File: config.mk
export PLATFORM = sky130hd
export DESIGN_NAME = axi_mem_bridge
export DESIGN_NICKNAME = d
export VERILOG_FILES = /design/src/axi_mem_pkg.sv /design/src/axi_mem_bridge.sv /design/src/axi_resp_router.sv /design/src/axi_rw_arbiter.sv /design/src/axi_burst_decoder.sv
export VERILOG_INCLUDE_DIRS = /design/src
export SDC_FILE = /design/constraint.sdc
export NUM_CORES = 1
export LEC_CHECK = 0
export BUFFER_PORTS_ARGS = -buffer_cell sky130_fd_sc_hd__buf_2
export CORE_MARGIN = 2
export CORE_UTILIZATION = 56
export CTS_BUF_LIST = sky130_fd_sc_hd__clkbuf_8 sky130_fd_sc_hd__clkbuf_16
export CTS_CLUSTER_SIZE = 24
export DETAILED_ROUTE_END_ITERATION = 6
export PLACE_DENSITY = 0.81
export SYNTH_ARGS = -nofsm -noshare
export SYNTH_HDL_FRONTEND = slang
export SYNTH_SLANG_ARGS = --single-unit
File: constraint.sdc
create_clock -name clk_i -period 4.8 [get_ports clk_i]
set_input_delay 0.24 -clock clk_i [delete_from_list [all_inputs] [get_ports clk_i]]
set_output_delay 0.24 -clock clk_i [all_outputs]
set_load 0.02 [all_outputs]
File: src/axi_mem_consts.svh
// Shared widths and queue depth for the AXI to memory bridge.
// Byte addressing, one 32-bit word per memory request.

`ifndef AXI_MEM_CONSTS_SVH
`define AXI_MEM_CONSTS_SVH

// Byte address width on both the AXI and the memory side.
`define AXI_MEM_ADDR_W 16
// Data word width.
`define AXI_MEM_DATA_W 32
// Transaction ID width.
`define AXI_MEM_ID_W 4
// Burst length field, beats minus one.
`define AXI_MEM_LEN_W 8
// Quality of service field.
`define AXI_MEM_QOS_W 4
// Requests in flight, also the depth of the response queues.
`define AXI_MEM_OUTSTANDING 4

`endif
File: src/axi_mem_pkg.sv
// Types for the AXI to memory bridge.
// Channel payloads, decoded beats, memory requests and response tags.

`include "axi_mem_consts.svh"
`default_nettype none

package axi_mem_pkg;

  typedef enum logic {
    OP_READ,
    OP_WRITE
  } mem_op_e;

  // AXI response encoding, only the two codes this slave returns.
  typedef enum logic [1:0] {
    RESP_OKAY   = 2'b00,
    RESP_SLVERR = 2'b10
  } axi_resp_e;

  typedef enum logic {
    ARB_FREE,
    ARB_LOCKED
  } arb_state_e;

  // AR and AW share one layout.
  typedef struct packed {
    logic [`AXI_MEM_ID_W-1:0]   id;
    logic [`AXI_MEM_ADDR_W-1:0] addr;
    logic [`AXI_MEM_LEN_W-1:0]  len;
    logic [2:0]                 size;
    logic [1:0]                 burst;
    logic [`AXI_MEM_QOS_W-1:0]  qos;
  } axi_ax_t;

  typedef struct packed {
    logic [`AXI_MEM_DATA_W-1:0]   data;
    logic [`AXI_MEM_DATA_W/8-1:0] strb;
    logic                         last;
  } axi_w_t;

  typedef struct packed {
    logic [`AXI_MEM_DATA_W-1:0] data;
    logic [`AXI_MEM_ID_W-1:0]   id;
    axi_resp_e                  resp;
    logic                       last;
  } axi_r_t;

  typedef struct packed {
    logic [`AXI_MEM_ID_W-1:0] id;
    axi_resp_e                resp;
  } axi_b_t;

  // One word access produced by the decoder.
  typedef struct packed {
    mem_op_e                      op;
    logic [`AXI_MEM_ADDR_W-1:0]   addr;
    logic [`AXI_MEM_ID_W-1:0]     id;
    logic [`AXI_MEM_QOS_W-1:0]    qos;
    logic                         first;
    logic                         last;
    logic [`AXI_MEM_DATA_W-1:0]   wdata;
    logic [`AXI_MEM_DATA_W/8-1:0] strb;
  } mem_beat_t;

  typedef struct packed {
    logic [`AXI_MEM_ADDR_W-1:0]   addr;
    logic                         we;
    logic [`AXI_MEM_DATA_W-1:0]   wdata;
    logic [`AXI_MEM_DATA_W/8-1:0] strb;
  } mem_req_t;

  // Tag kept per issued request until its response returns.
  typedef struct packed {
    mem_op_e                  op;
    logic [`AXI_MEM_ID_W-1:0] id;
    logic                     last;
  } mem_meta_t;

endpackage

`default_nettype wire

File: src/axi_mem_bridge.sv
// AXI4 slave to single memory port bridge.
// Decoder splits bursts, arbiter issues word requests,
// router returns the responses as R and B.

`timescale 1ns/100ps
`include "axi_mem_consts.svh"
`default_nettype none

module axi_mem_bridge import axi_mem_pkg::*; (
  input  logic                       clk_i,
  input  logic                       arst_n_i,
  // AXI slave port.
  input  axi_ax_t                    ar_i,
  input  logic                       ar_valid_i,
  output logic                       ar_ready_o,
  input  axi_ax_t                    aw_i,
  input  logic                       aw_valid_i,
  output logic                       aw_ready_o,
  input  axi_w_t                     w_i,
  input  logic                       w_valid_i,
  output logic                       w_ready_o,
  output axi_r_t                     r_o,
  output logic                       r_valid_o,
  input  logic                       r_ready_i,
  output axi_b_t                     b_o,
  output logic                       b_valid_o,
  input  logic                       b_ready_i,
  // Memory port, in-order responses.
  output mem_req_t                   mem_req_o,
  output logic                       mem_valid_o,
  input  logic                       mem_gnt_i,
  input  logic                       mem_rvalid_i,
  input  logic [`AXI_MEM_DATA_W-1:0] mem_rdata_i,
  input  logic                       mem_err_i
);

  mem_beat_t rd_beat, wr_beat;
  logic      rd_valid, rd_ready;
  logic      wr_valid, wr_ready;
  mem_meta_t meta;
  logic      meta_push;
  logic      space;

  axi_burst_decoder u_decoder (
    .clk_i      (clk_i),
    .arst_n_i   (arst_n_i),
    .ar_i       (ar_i),
    .ar_valid_i (ar_valid_i),
    .ar_ready_o (ar_ready_o),
    .aw_i       (aw_i),
    .aw_valid_i (aw_valid_i),
    .aw_ready_o (aw_ready_o),
    .w_i        (w_i),
    .w_valid_i  (w_valid_i),
    .w_ready_o  (w_ready_o),
    .rd_beat_o  (rd_beat),
    .rd_valid_o (rd_valid),
    .rd_ready_i (rd_ready),
    .wr_beat_o  (wr_beat),
    .wr_valid_o (wr_valid),
    .wr_ready_i (wr_ready)
  );

  axi_rw_arbiter u_arbiter (
    .clk_i       (clk_i),
    .arst_n_i    (arst_n_i),
    .rd_beat_i   (rd_beat),
    .rd_valid_i  (rd_valid),
    .rd_ready_o  (rd_ready),
    .wr_beat_i   (wr_beat),
    .wr_valid_i  (wr_valid),
    .wr_ready_o  (wr_ready),
    .mem_req_o   (mem_req_o),
    .mem_valid_o (mem_valid_o),
    .mem_gnt_i   (mem_gnt_i),
    .space_i     (space),
    .meta_o      (meta),
    .meta_push_o (meta_push)
  );

  axi_resp_router u_router (
    .clk_i        (clk_i),
    .arst_n_i     (arst_n_i),
    .meta_i       (meta),
    .meta_push_i  (meta_push),
    .space_o      (space),
    .mem_rvalid_i (mem_rvalid_i),
    .mem_rdata_i  (mem_rdata_i),
    .mem_err_i    (mem_err_i),
    .r_o          (r_o),
    .r_valid_o    (r_valid_o),
    .r_ready_i    (r_ready_i),
    .b_o          (b_o),
    .b_valid_o    (b_valid_o),
    .b_ready_i    (b_ready_i)
  );

endmodule

`default_nettype wire

File: src/axi_resp_router.sv
// Response router of the AXI to memory bridge.
// Pairs in-order memory responses with their queued tags and
// returns them as R beats, or as one B per write burst.

`timescale 1ns/100ps
`include "axi_mem_consts.svh"
`default_nettype none

module axi_resp_router import axi_mem_pkg::*; (
  input  logic                       clk_i,
  input  logic                       arst_n_i,
  input  mem_meta_t                  meta_i,
  input  logic                       meta_push_i,
  output logic                       space_o,
  input  logic                       mem_rvalid_i,
  input  logic [`AXI_MEM_DATA_W-1:0] mem_rdata_i,
  input  logic                       mem_err_i,
  output axi_r_t                     r_o,
  output logic                       r_valid_o,
  input  logic                       r_ready_i,
  output axi_b_t                     b_o,
  output logic                       b_valid_o,
  input  logic                       b_ready_i
);

  localparam int DEPTH = `AXI_MEM_OUTSTANDING;
  localparam int PTR_W = $clog2(DEPTH);
  localparam int CNT_W = $clog2(DEPTH + 1);

  mem_meta_t                  meta_mem [DEPTH];
  logic [`AXI_MEM_DATA_W-1:0] data_mem [DEPTH];
  logic                       err_mem  [DEPTH];
  // Both queues drain together, so they share the read pointer.
  logic [PTR_W-1:0] rptr_q, meta_wptr_q, resp_wptr_q;
  logic [CNT_W-1:0] meta_cnt_q, resp_cnt_q;
  // Error seen on an earlier beat of the current write burst.
  logic             sticky_err_q;
  mem_meta_t                  head_meta;
  logic [`AXI_MEM_DATA_W-1:0] head_data;
  logic                       head_err;
  logic                       head_valid;
  logic                       pop;

  function automatic logic [PTR_W-1:0] next_ptr(input logic [PTR_W-1:0] ptr);
    next_ptr = (ptr == PTR_W'(DEPTH - 1)) ? '0 : ptr + 1'b1;
  endfunction

  // Empty response queue passes the memory response straight through.
  assign head_meta  = meta_mem[rptr_q];
  assign head_valid = (resp_cnt_q != '0) | mem_rvalid_i;
  assign head_data  = (resp_cnt_q != '0) ? data_mem[rptr_q] : mem_rdata_i;
  assign head_err   = (resp_cnt_q != '0) ? err_mem[rptr_q] : mem_err_i;

  assign r_valid_o = head_valid & (head_meta.op == OP_READ);
  assign b_valid_o = head_valid & (head_meta.op == OP_WRITE) & head_meta.last;
  // Inner write beats leave without an AXI response.
  assign pop = (head_meta.op == OP_READ) ? r_valid_o & r_ready_i :
               head_valid & (!head_meta.last | b_ready_i);

  assign r_o = '{data: head_data, id: head_meta.id,
                 resp: head_err ? RESP_SLVERR : RESP_OKAY, last: head_meta.last};
  assign b_o = '{id: head_meta.id,
                 resp: (head_err | sticky_err_q) ? RESP_SLVERR : RESP_OKAY};

  assign space_o = (meta_cnt_q != CNT_W'(DEPTH));

  always_ff @(posedge clk_i or negedge arst_n_i) begin
    if (!arst_n_i) begin
      rptr_q       <= '0;
      meta_wptr_q  <= '0;
      resp_wptr_q  <= '0;
      meta_cnt_q   <= '0;
      resp_cnt_q   <= '0;
      sticky_err_q <= 1'b0;
    end else begin
      if (meta_push_i) meta_wptr_q <= next_ptr(meta_wptr_q);
      if (mem_rvalid_i) resp_wptr_q <= next_ptr(resp_wptr_q);
      if (pop) rptr_q <= next_ptr(rptr_q);
      meta_cnt_q <= meta_cnt_q + CNT_W'(meta_push_i) - CNT_W'(pop);
      resp_cnt_q <= resp_cnt_q + CNT_W'(mem_rvalid_i) - CNT_W'(pop);
      if (pop && head_meta.op == OP_WRITE) begin
        sticky_err_q <= head_meta.last ? 1'b0 : (sticky_err_q | head_err);
      end
    end
  end

  // Storage; a bypassed response is written too and popped in place.
  always_ff @(posedge clk_i) begin
    if (meta_push_i) begin
      meta_mem[meta_wptr_q] <= meta_i;
    end
    if (mem_rvalid_i) begin
      data_mem[resp_wptr_q] <= mem_rdata_i;
      err_mem[resp_wptr_q]  <= mem_err_i;
    end
  end

endmodule

`default_nettype wire

File: src/axi_rw_arbiter.sv
// Read/write arbiter of the AXI to memory bridge.
// Picks a read or write beat by QoS, ongoing burst and alternation,
// and issues it to the memory port while the router has room.

`timescale 1ns/100ps
`default_nettype none

module axi_rw_arbiter import axi_mem_pkg::*; (
  input  logic      clk_i,
  input  logic      arst_n_i,
  input  mem_beat_t rd_beat_i,
  input  logic      rd_valid_i,
  output logic      rd_ready_o,
  input  mem_beat_t wr_beat_i,
  input  logic      wr_valid_i,
  output logic      wr_ready_o,
  output mem_req_t  mem_req_o,
  output logic      mem_valid_o,
  input  logic      mem_gnt_i,
  input  logic      space_i,
  output mem_meta_t meta_o,
  output logic      meta_push_o
);

  arb_state_e state_q;
  // Last offered side, also the held choice while locked.
  mem_op_e    sel_q;
  mem_op_e    sel;
  mem_beat_t  beat;
  logic       beat_valid;

  always_comb begin
    sel = sel_q;
    if (state_q == ARB_LOCKED) begin
      // Request pending at the memory, keep the side.
      sel = sel_q;
    end else if (rd_valid_i && wr_valid_i) begin
      if (wr_beat_i.qos > rd_beat_i.qos) begin
        sel = OP_WRITE;
      end else if (rd_beat_i.qos > wr_beat_i.qos) begin
        sel = OP_READ;
      end else if (!wr_beat_i.first) begin
        // Finish an open write burst first.
        sel = OP_WRITE;
      end else if (!rd_beat_i.first) begin
        sel = OP_READ;
      end else begin
        // Plain tie, alternate.
        sel = (sel_q == OP_READ) ? OP_WRITE : OP_READ;
      end
    end else if (wr_valid_i) begin
      sel = OP_WRITE;
    end else if (rd_valid_i) begin
      sel = OP_READ;
    end
  end

  assign beat       = (sel == OP_WRITE) ? wr_beat_i : rd_beat_i;
  assign beat_valid = (sel == OP_WRITE) ? wr_valid_i : rd_valid_i;

  // No issue without a free tag slot downstream.
  assign mem_valid_o = beat_valid & space_i;
  assign rd_ready_o  = (sel == OP_READ) & space_i & mem_gnt_i;
  assign wr_ready_o  = (sel == OP_WRITE) & space_i & mem_gnt_i;
  assign meta_push_o = mem_valid_o & mem_gnt_i;

  assign mem_req_o = '{addr: beat.addr, we: (beat.op == OP_WRITE),
                       wdata: beat.wdata, strb: beat.strb};
  assign meta_o    = '{op: beat.op, id: beat.id, last: beat.last};

  always_ff @(posedge clk_i or negedge arst_n_i) begin
    if (!arst_n_i) begin
      state_q <= ARB_FREE;
      sel_q   <= OP_WRITE;
    end else begin
      state_q <= (mem_valid_o && !mem_gnt_i) ? ARB_LOCKED : ARB_FREE;
      if (mem_valid_o) begin
        sel_q <= sel;
      end
    end
  end

endmodule

`default_nettype wire

File: src/axi_burst_decoder.sv
// Burst decoder of the AXI to memory bridge.
// Splits AR and AW/W bursts into single word beats with
// incrementing addresses, one beat stream per direction.

`timescale 1ns/100ps
`include "axi_mem_consts.svh"
`default_nettype none

module axi_burst_decoder import axi_mem_pkg::*; (
  input  logic      clk_i,
  input  logic      arst_n_i,
  input  axi_ax_t   ar_i,
  input  logic      ar_valid_i,
  output logic      ar_ready_o,
  input  axi_ax_t   aw_i,
  input  logic      aw_valid_i,
  output logic      aw_ready_o,
  input  axi_w_t    w_i,
  input  logic      w_valid_i,
  output logic      w_ready_o,
  output mem_beat_t rd_beat_o,
  output logic      rd_valid_o,
  input  logic      rd_ready_i,
  output mem_beat_t wr_beat_o,
  output logic      wr_valid_o,
  input  logic      wr_ready_i
);

  localparam int ADDR_W = `AXI_MEM_ADDR_W;

  // Remaining beats after the current one, zero when idle.
  logic [`AXI_MEM_LEN_W-1:0] rd_cnt_q, wr_cnt_q;
  // Burst context, addr holds the aligned address of the last issued beat.
  axi_ax_t rd_ax_q, wr_ax_q;

  // Bytes per beat for a given size.
  function automatic logic [ADDR_W-1:0] beat_step(input logic [2:0] size);
    beat_step = ADDR_W'(1) << size;
  endfunction

  function automatic logic [ADDR_W-1:0] align_addr(input logic [ADDR_W-1:0] addr,
                                                   input logic [2:0] size);
    align_addr = addr & ~(beat_step(size) - ADDR_W'(1));
  endfunction

  // Read beats.
  always_comb begin
    rd_beat_o    = '0;
    rd_beat_o.op = OP_READ;
    rd_valid_o   = 1'b0;
    ar_ready_o   = 1'b0;
    if (rd_cnt_q != '0) begin
      // Burst in progress.
      rd_valid_o      = 1'b1;
      rd_beat_o.addr  = rd_ax_q.addr + beat_step(rd_ax_q.size);
      rd_beat_o.id    = rd_ax_q.id;
      rd_beat_o.qos   = rd_ax_q.qos;
      rd_beat_o.last  = (rd_cnt_q == 8'd1);
    end else if (ar_valid_i) begin
      // First beat uses the AXI address as given.
      rd_valid_o      = 1'b1;
      rd_beat_o.addr  = ar_i.addr;
      rd_beat_o.id    = ar_i.id;
      rd_beat_o.qos   = ar_i.qos;
      rd_beat_o.first = 1'b1;
      rd_beat_o.last  = (ar_i.len == '0);
      ar_ready_o      = rd_ready_i;
    end
  end

  // Write beats, each needs its W word.
  always_comb begin
    wr_beat_o       = '0;
    wr_beat_o.op    = OP_WRITE;
    wr_beat_o.wdata = w_i.data;
    wr_beat_o.strb  = w_i.strb;
    wr_valid_o      = 1'b0;
    aw_ready_o      = 1'b0;
    if (wr_cnt_q != '0) begin
      wr_valid_o      = w_valid_i;
      wr_beat_o.addr  = wr_ax_q.addr + beat_step(wr_ax_q.size);
      wr_beat_o.id    = wr_ax_q.id;
      wr_beat_o.qos   = wr_ax_q.qos;
      wr_beat_o.last  = (wr_cnt_q == 8'd1);
    end else if (aw_valid_i) begin
      // AW is taken together with its first W word.
      wr_valid_o      = w_valid_i;
      wr_beat_o.addr  = aw_i.addr;
      wr_beat_o.id    = aw_i.id;
      wr_beat_o.qos   = aw_i.qos;
      wr_beat_o.first = 1'b1;
      wr_beat_o.last  = (aw_i.len == '0);
      aw_ready_o      = w_valid_i & wr_ready_i;
    end
    w_ready_o = wr_valid_o & wr_ready_i;
  end

  // Beat counters move at the beat handshake.
  always_ff @(posedge clk_i or negedge arst_n_i) begin
    if (!arst_n_i) begin
      rd_cnt_q <= '0;
      wr_cnt_q <= '0;
    end else begin
      if (rd_valid_o && rd_ready_i) begin
        rd_cnt_q <= (rd_cnt_q != '0) ? rd_cnt_q - 8'd1 : ar_i.len;
      end
      if (wr_valid_o && wr_ready_i) begin
        wr_cnt_q <= (wr_cnt_q != '0) ? wr_cnt_q - 8'd1 : aw_i.len;
      end
    end
  end

  // Burst context and running address.
  always_ff @(posedge clk_i) begin
    if (rd_valid_o && rd_ready_i) begin
      if (rd_cnt_q != '0) begin
        rd_ax_q.addr <= rd_beat_o.addr;
      end else begin
        rd_ax_q      <= ar_i;
        rd_ax_q.addr <= align_addr(ar_i.addr, ar_i.size);
      end
    end
    if (wr_valid_o && wr_ready_i) begin
      if (wr_cnt_q != '0) begin
        wr_ax_q.addr <= wr_beat_o.addr;
      end else begin
        wr_ax_q      <= aw_i;
        wr_ax_q.addr <= align_addr(aw_i.addr, aw_i.size);
      end
    end
  end

endmodule

`default_nettype wire

==> results_dict.tcl <==
set metrics [dict create \
    cts_buffer_depth 3 \
    min_path_type "in2reg" \
    cp_cell_sequence "or4_4, nor2_1, nand2_1, a21oi_1, ha_1, nand2_1, nor2_1, o211ai_1, and3_1, nor2_4, buf_4, a221oi_1, a31oi_1, buf_2" \
    drc 0 \
    cts_root_buf "clkbuf_16" \
    dp_hpwl_um 20600 \
    grt_max_degree 41 \
    initial_utilization_pct 57.2 \
    io_buffers 249 \
    grt_pass1_wl_um 48300 \
    die_y_um 154 \
    clk_latency_ns 0.51 \
    relSlewSlack_pct 49.4 \
    yosys.cell_types.count 75 \
    final_cell_mix "buf_2 (249), edfxtp_1 (210), nand2_1 (95)" \
    vias_per_cell 5.83 \
    yosys_warnings 0 \
    tns_ns 0 \
    synthArstFlopShare_pct 12.9 \
    grt-ovfl-total 0 \
    worst_slew_pin_slew_ns 0.759 \
    die-width_um 154 \
    required_ns 4.56 \
    dr_total_vias 9265 \
    critPathSlowestCell "or4_4" \
    setup_viol 0 \
    fin_skew_ns 0.0136 \
    seq_area_frac_synth_pct 56.4 \
    grt_antenna_before_repair 2 \
    layout_commonest_cell "buf_2" \
    worstSetupPathType "reg2out" \
    regArea_mm2 0.00708 \
    synth_edf_count 210 \
    fin_crit_ns 4.61 \
    grt_pass1_vias 9222 \
    endpoint_kind "primary output" \
    wire_per_inst_um 19.9 \
    rsz0062_at_grt "false" \
    critPathBufInv 2 \
    slew_violations 0 \
    drt_iter0_drc 728 \
    drive_above_1_share_pct 32.1 \
    hold_viol 0 \
    slowest_delay_ns 0.59 \
    outcome "finished, final reports clean" \
    area_delta_synth_final_pct 23.3 \
    finalPower_mw 8.37 \
    htreeDepth 1 \
    gp_congestion 0.902 \
    synth_ff_type "edfxtp_1" \
    crit_arrival_ns 4.37 \
    nets 1488 \
    crit_path_start_kind "flip-flop" \
    drt_first_pass_iters 5 \
    syn_avg_cell_area_um2 12.7 \
    ys_ff_latch 241 \
    track_usage_pct 26.1 \
    ioPinCount 257 \
    die_area_mm2 0.0237 \
    totalWireLength_um 31500 \
    numCtsBuffers 25 \
    max_cap_violations 0 \
    syn_inst 988 \
    crit_family "simple AND/OR/NAND/NOR gates" \
    cts_setup_buffers 0 \
    period_share_pct 96.0 \
    cts_tree "done" \
    clk_pin_slew_ns 0.06 \
    final.fill_count 1508 \
    syn-cell-area_mm2 0.0126 \
    ir_worst_vdd_v 0.000332 \
    multiInputGateArea_mm2 0.00506 \
    power_leakage_nw 6.29 \
    rows 54 \
    p_per_area_mw_per_mm2 540 \
    fp.coreArea_mm2 0.0220 \
    crit_fanout 24 \
    postRouteAntennaNets 0 \
    clock_sinks 241 \
    fmax_mhz 217 \
]
[timing repair]
| action | CTS | global route |
|---|---|---|
| setup endpoints to repair | 0 | 40 |
| hold buffers | 53 | 0 |
| gates resized for setup | 0 | 2 |
| endpoints found under the hold margin | 181 | 0 |
[metrics by stage]
| step | instances | setup slack (ns) | area [µm²] | hold WS [ns] | utilization, % |
|---|---|---|---|---|---|
| 5_1_grt | 1587 | 0.0349 | 15500 | 0.00906 | 70.5 |
| 3_5_place_dp | 1488 | 0.695 | 14100 | 0.345 | 64.0 |
| 4_1_cts | 1586 | 0.0843 | 15500 | 0.0000461 | 70.5 |
| 3_3_place_gp | 1488 | 0.720 | 14100 | 0.352 | 64.0 |
| 2_1_floorplan | 989 | 0.390 | 12600 | -0.0556 | - |
| 6_report | 1588 | 0.190 | 15500 | 0.0177 | 70.6 |
[power by group]
group | leakage [nW] | switching (mW) | internal, mW
Combinational | 3.55 | 1.95 | 1.36
Sequential | 2.29 | 0.231 | 2.77
Clock | 0.440 | 0.796 | 1.26
Total | 6.29 | 2.97 | 5.39
[Yosys cell counts, types with 20 or more instances]
library cell  count  area share, %
a21oi_1          47            1.9
and2_1           49            2.4
and3_1           20            1.0
clkbuf_1         23           0.69
dfrtp_1          30            6.0
edfxtp_1        210             50
ha_1             43            4.3
inv_1            40            1.2
mux2_2           36            3.2
mux4_2           39            7.0
nand2_1          95            2.8
nand3_1          26            1.0
nor2_1           47            1.4
o21ai_0          44            1.8
[cell type report]
class                           count  share of cell area, %
Antenna cell                        2                 0.0323
Clock buffer                       29                   4.54
Clock inverter                     16                   1.20
Inverter                           42                   1.03
Multi-Input combinational cell    654                   32.7
Sequential cell                   241                   45.7
Tap cell                          280                   2.26
Timing Repair Buffer              324                   12.5
[registers in the layout, summed over array words and instances (netlist names)]
| signal | cells |
|---|---|
| u_router.sticky_err_q | 1 |
| u_router.rptr_q | 2 |
| u_router.meta_cnt_q | 3 |
| u_router.meta_mem | 24 |
| u_router.meta_wptr_q | 2 |
| u_arbiter.state_q | 1 |
| u_decoder.wr_cnt_q | 8 |
| u_decoder.rd_cnt_q | 8 |
| u_decoder.wr_ax_q | 27 |
| u_router.err_mem | 4 |
| u_decoder.rd_ax_q | 27 |
| u_arbiter.sel_q | 1 |
| u_router.resp_wptr_q | 2 |
| u_router.resp_cnt_q | 3 |
| u_router.data_mem | 128 |
[worst register-to-register path: stages, from the launching register on]
cell,delay (ns)
dfrtp_1,0.40
or4_4,0.59
nor2_1,0.17
nand2_1,0.29
a21oi_1,0.33
ha_1,0.29
nand2_1,0.10
nor2_1,0.05
o211ai_1,0.07
and3_1,0.38
nor2_4,0.09
buf_4,0.24
nor4b_2,0.58
buf_4,0.29
[routing by layer]
metal / part of all wire (%) / wire length (µm) / global-route usage (%) / vias up
met1: 38 / 11900 / 31.9 / 4475
li1: - / - / - / 4306
met5: 0 / 0 / 0 / -
met2: 51 / 16100 / 46.5 / 415
met3: 7.7 / 2440 / 4.54 / 69
met4: 3.3 / 1030 / 9.70 / 0
[path summary, 6_finish.rpt]
check	end	cells past startpoint	slack (ns)	start
worst max-delay path	mem_req_o[40]	14	0.19	u_decoder.rd_cnt_q[2]$_DFFE_PN0P_
worst min-delay path	u_decoder.wr_ax_q[27]$_DFFE_PP_	3	0.02	aw_i[27]
worst max register to register	u_decoder.wr_ax_q[0]$_DFFE_PP_	13	0.64	u_decoder.rd_cnt_q[2]$_DFFE_PN0P_
worst min register to register	u_router.sticky_err_q$_DFFE_PN0P_	2	0.53	u_router.sticky_err_q$_DFFE_PN0P_
max in group asynchronous	u_router.rptr_q[0]$_DFFE_PN0P_	2	3.95	arst_n_i
min in group asynchronous	u_decoder.wr_cnt_q[6]$_DFFE_PN0P_	2	0.33	arst_n_i
[logic make-up after synthesis]
| kind of cell | Yosys count | share of synthesized area, % |
|---|---|---|
| AO/OA/AOI/OAI | 185 | 9.87 |
| XOR/XNOR | 27 | 1.88 |
| adder cells (fa/ha/maj) | 47 | 4.92 |
| buffers and inverters | 94 | 3.54 |
| flip-flops | 241 | 56.4 |
| multiplexers | 75 | 10.2 |
| other | 1 | 0.0298 |
| AND/OR/NAND/NOR | 318 | 13.2 |
(Power assumes the default switching activity.)
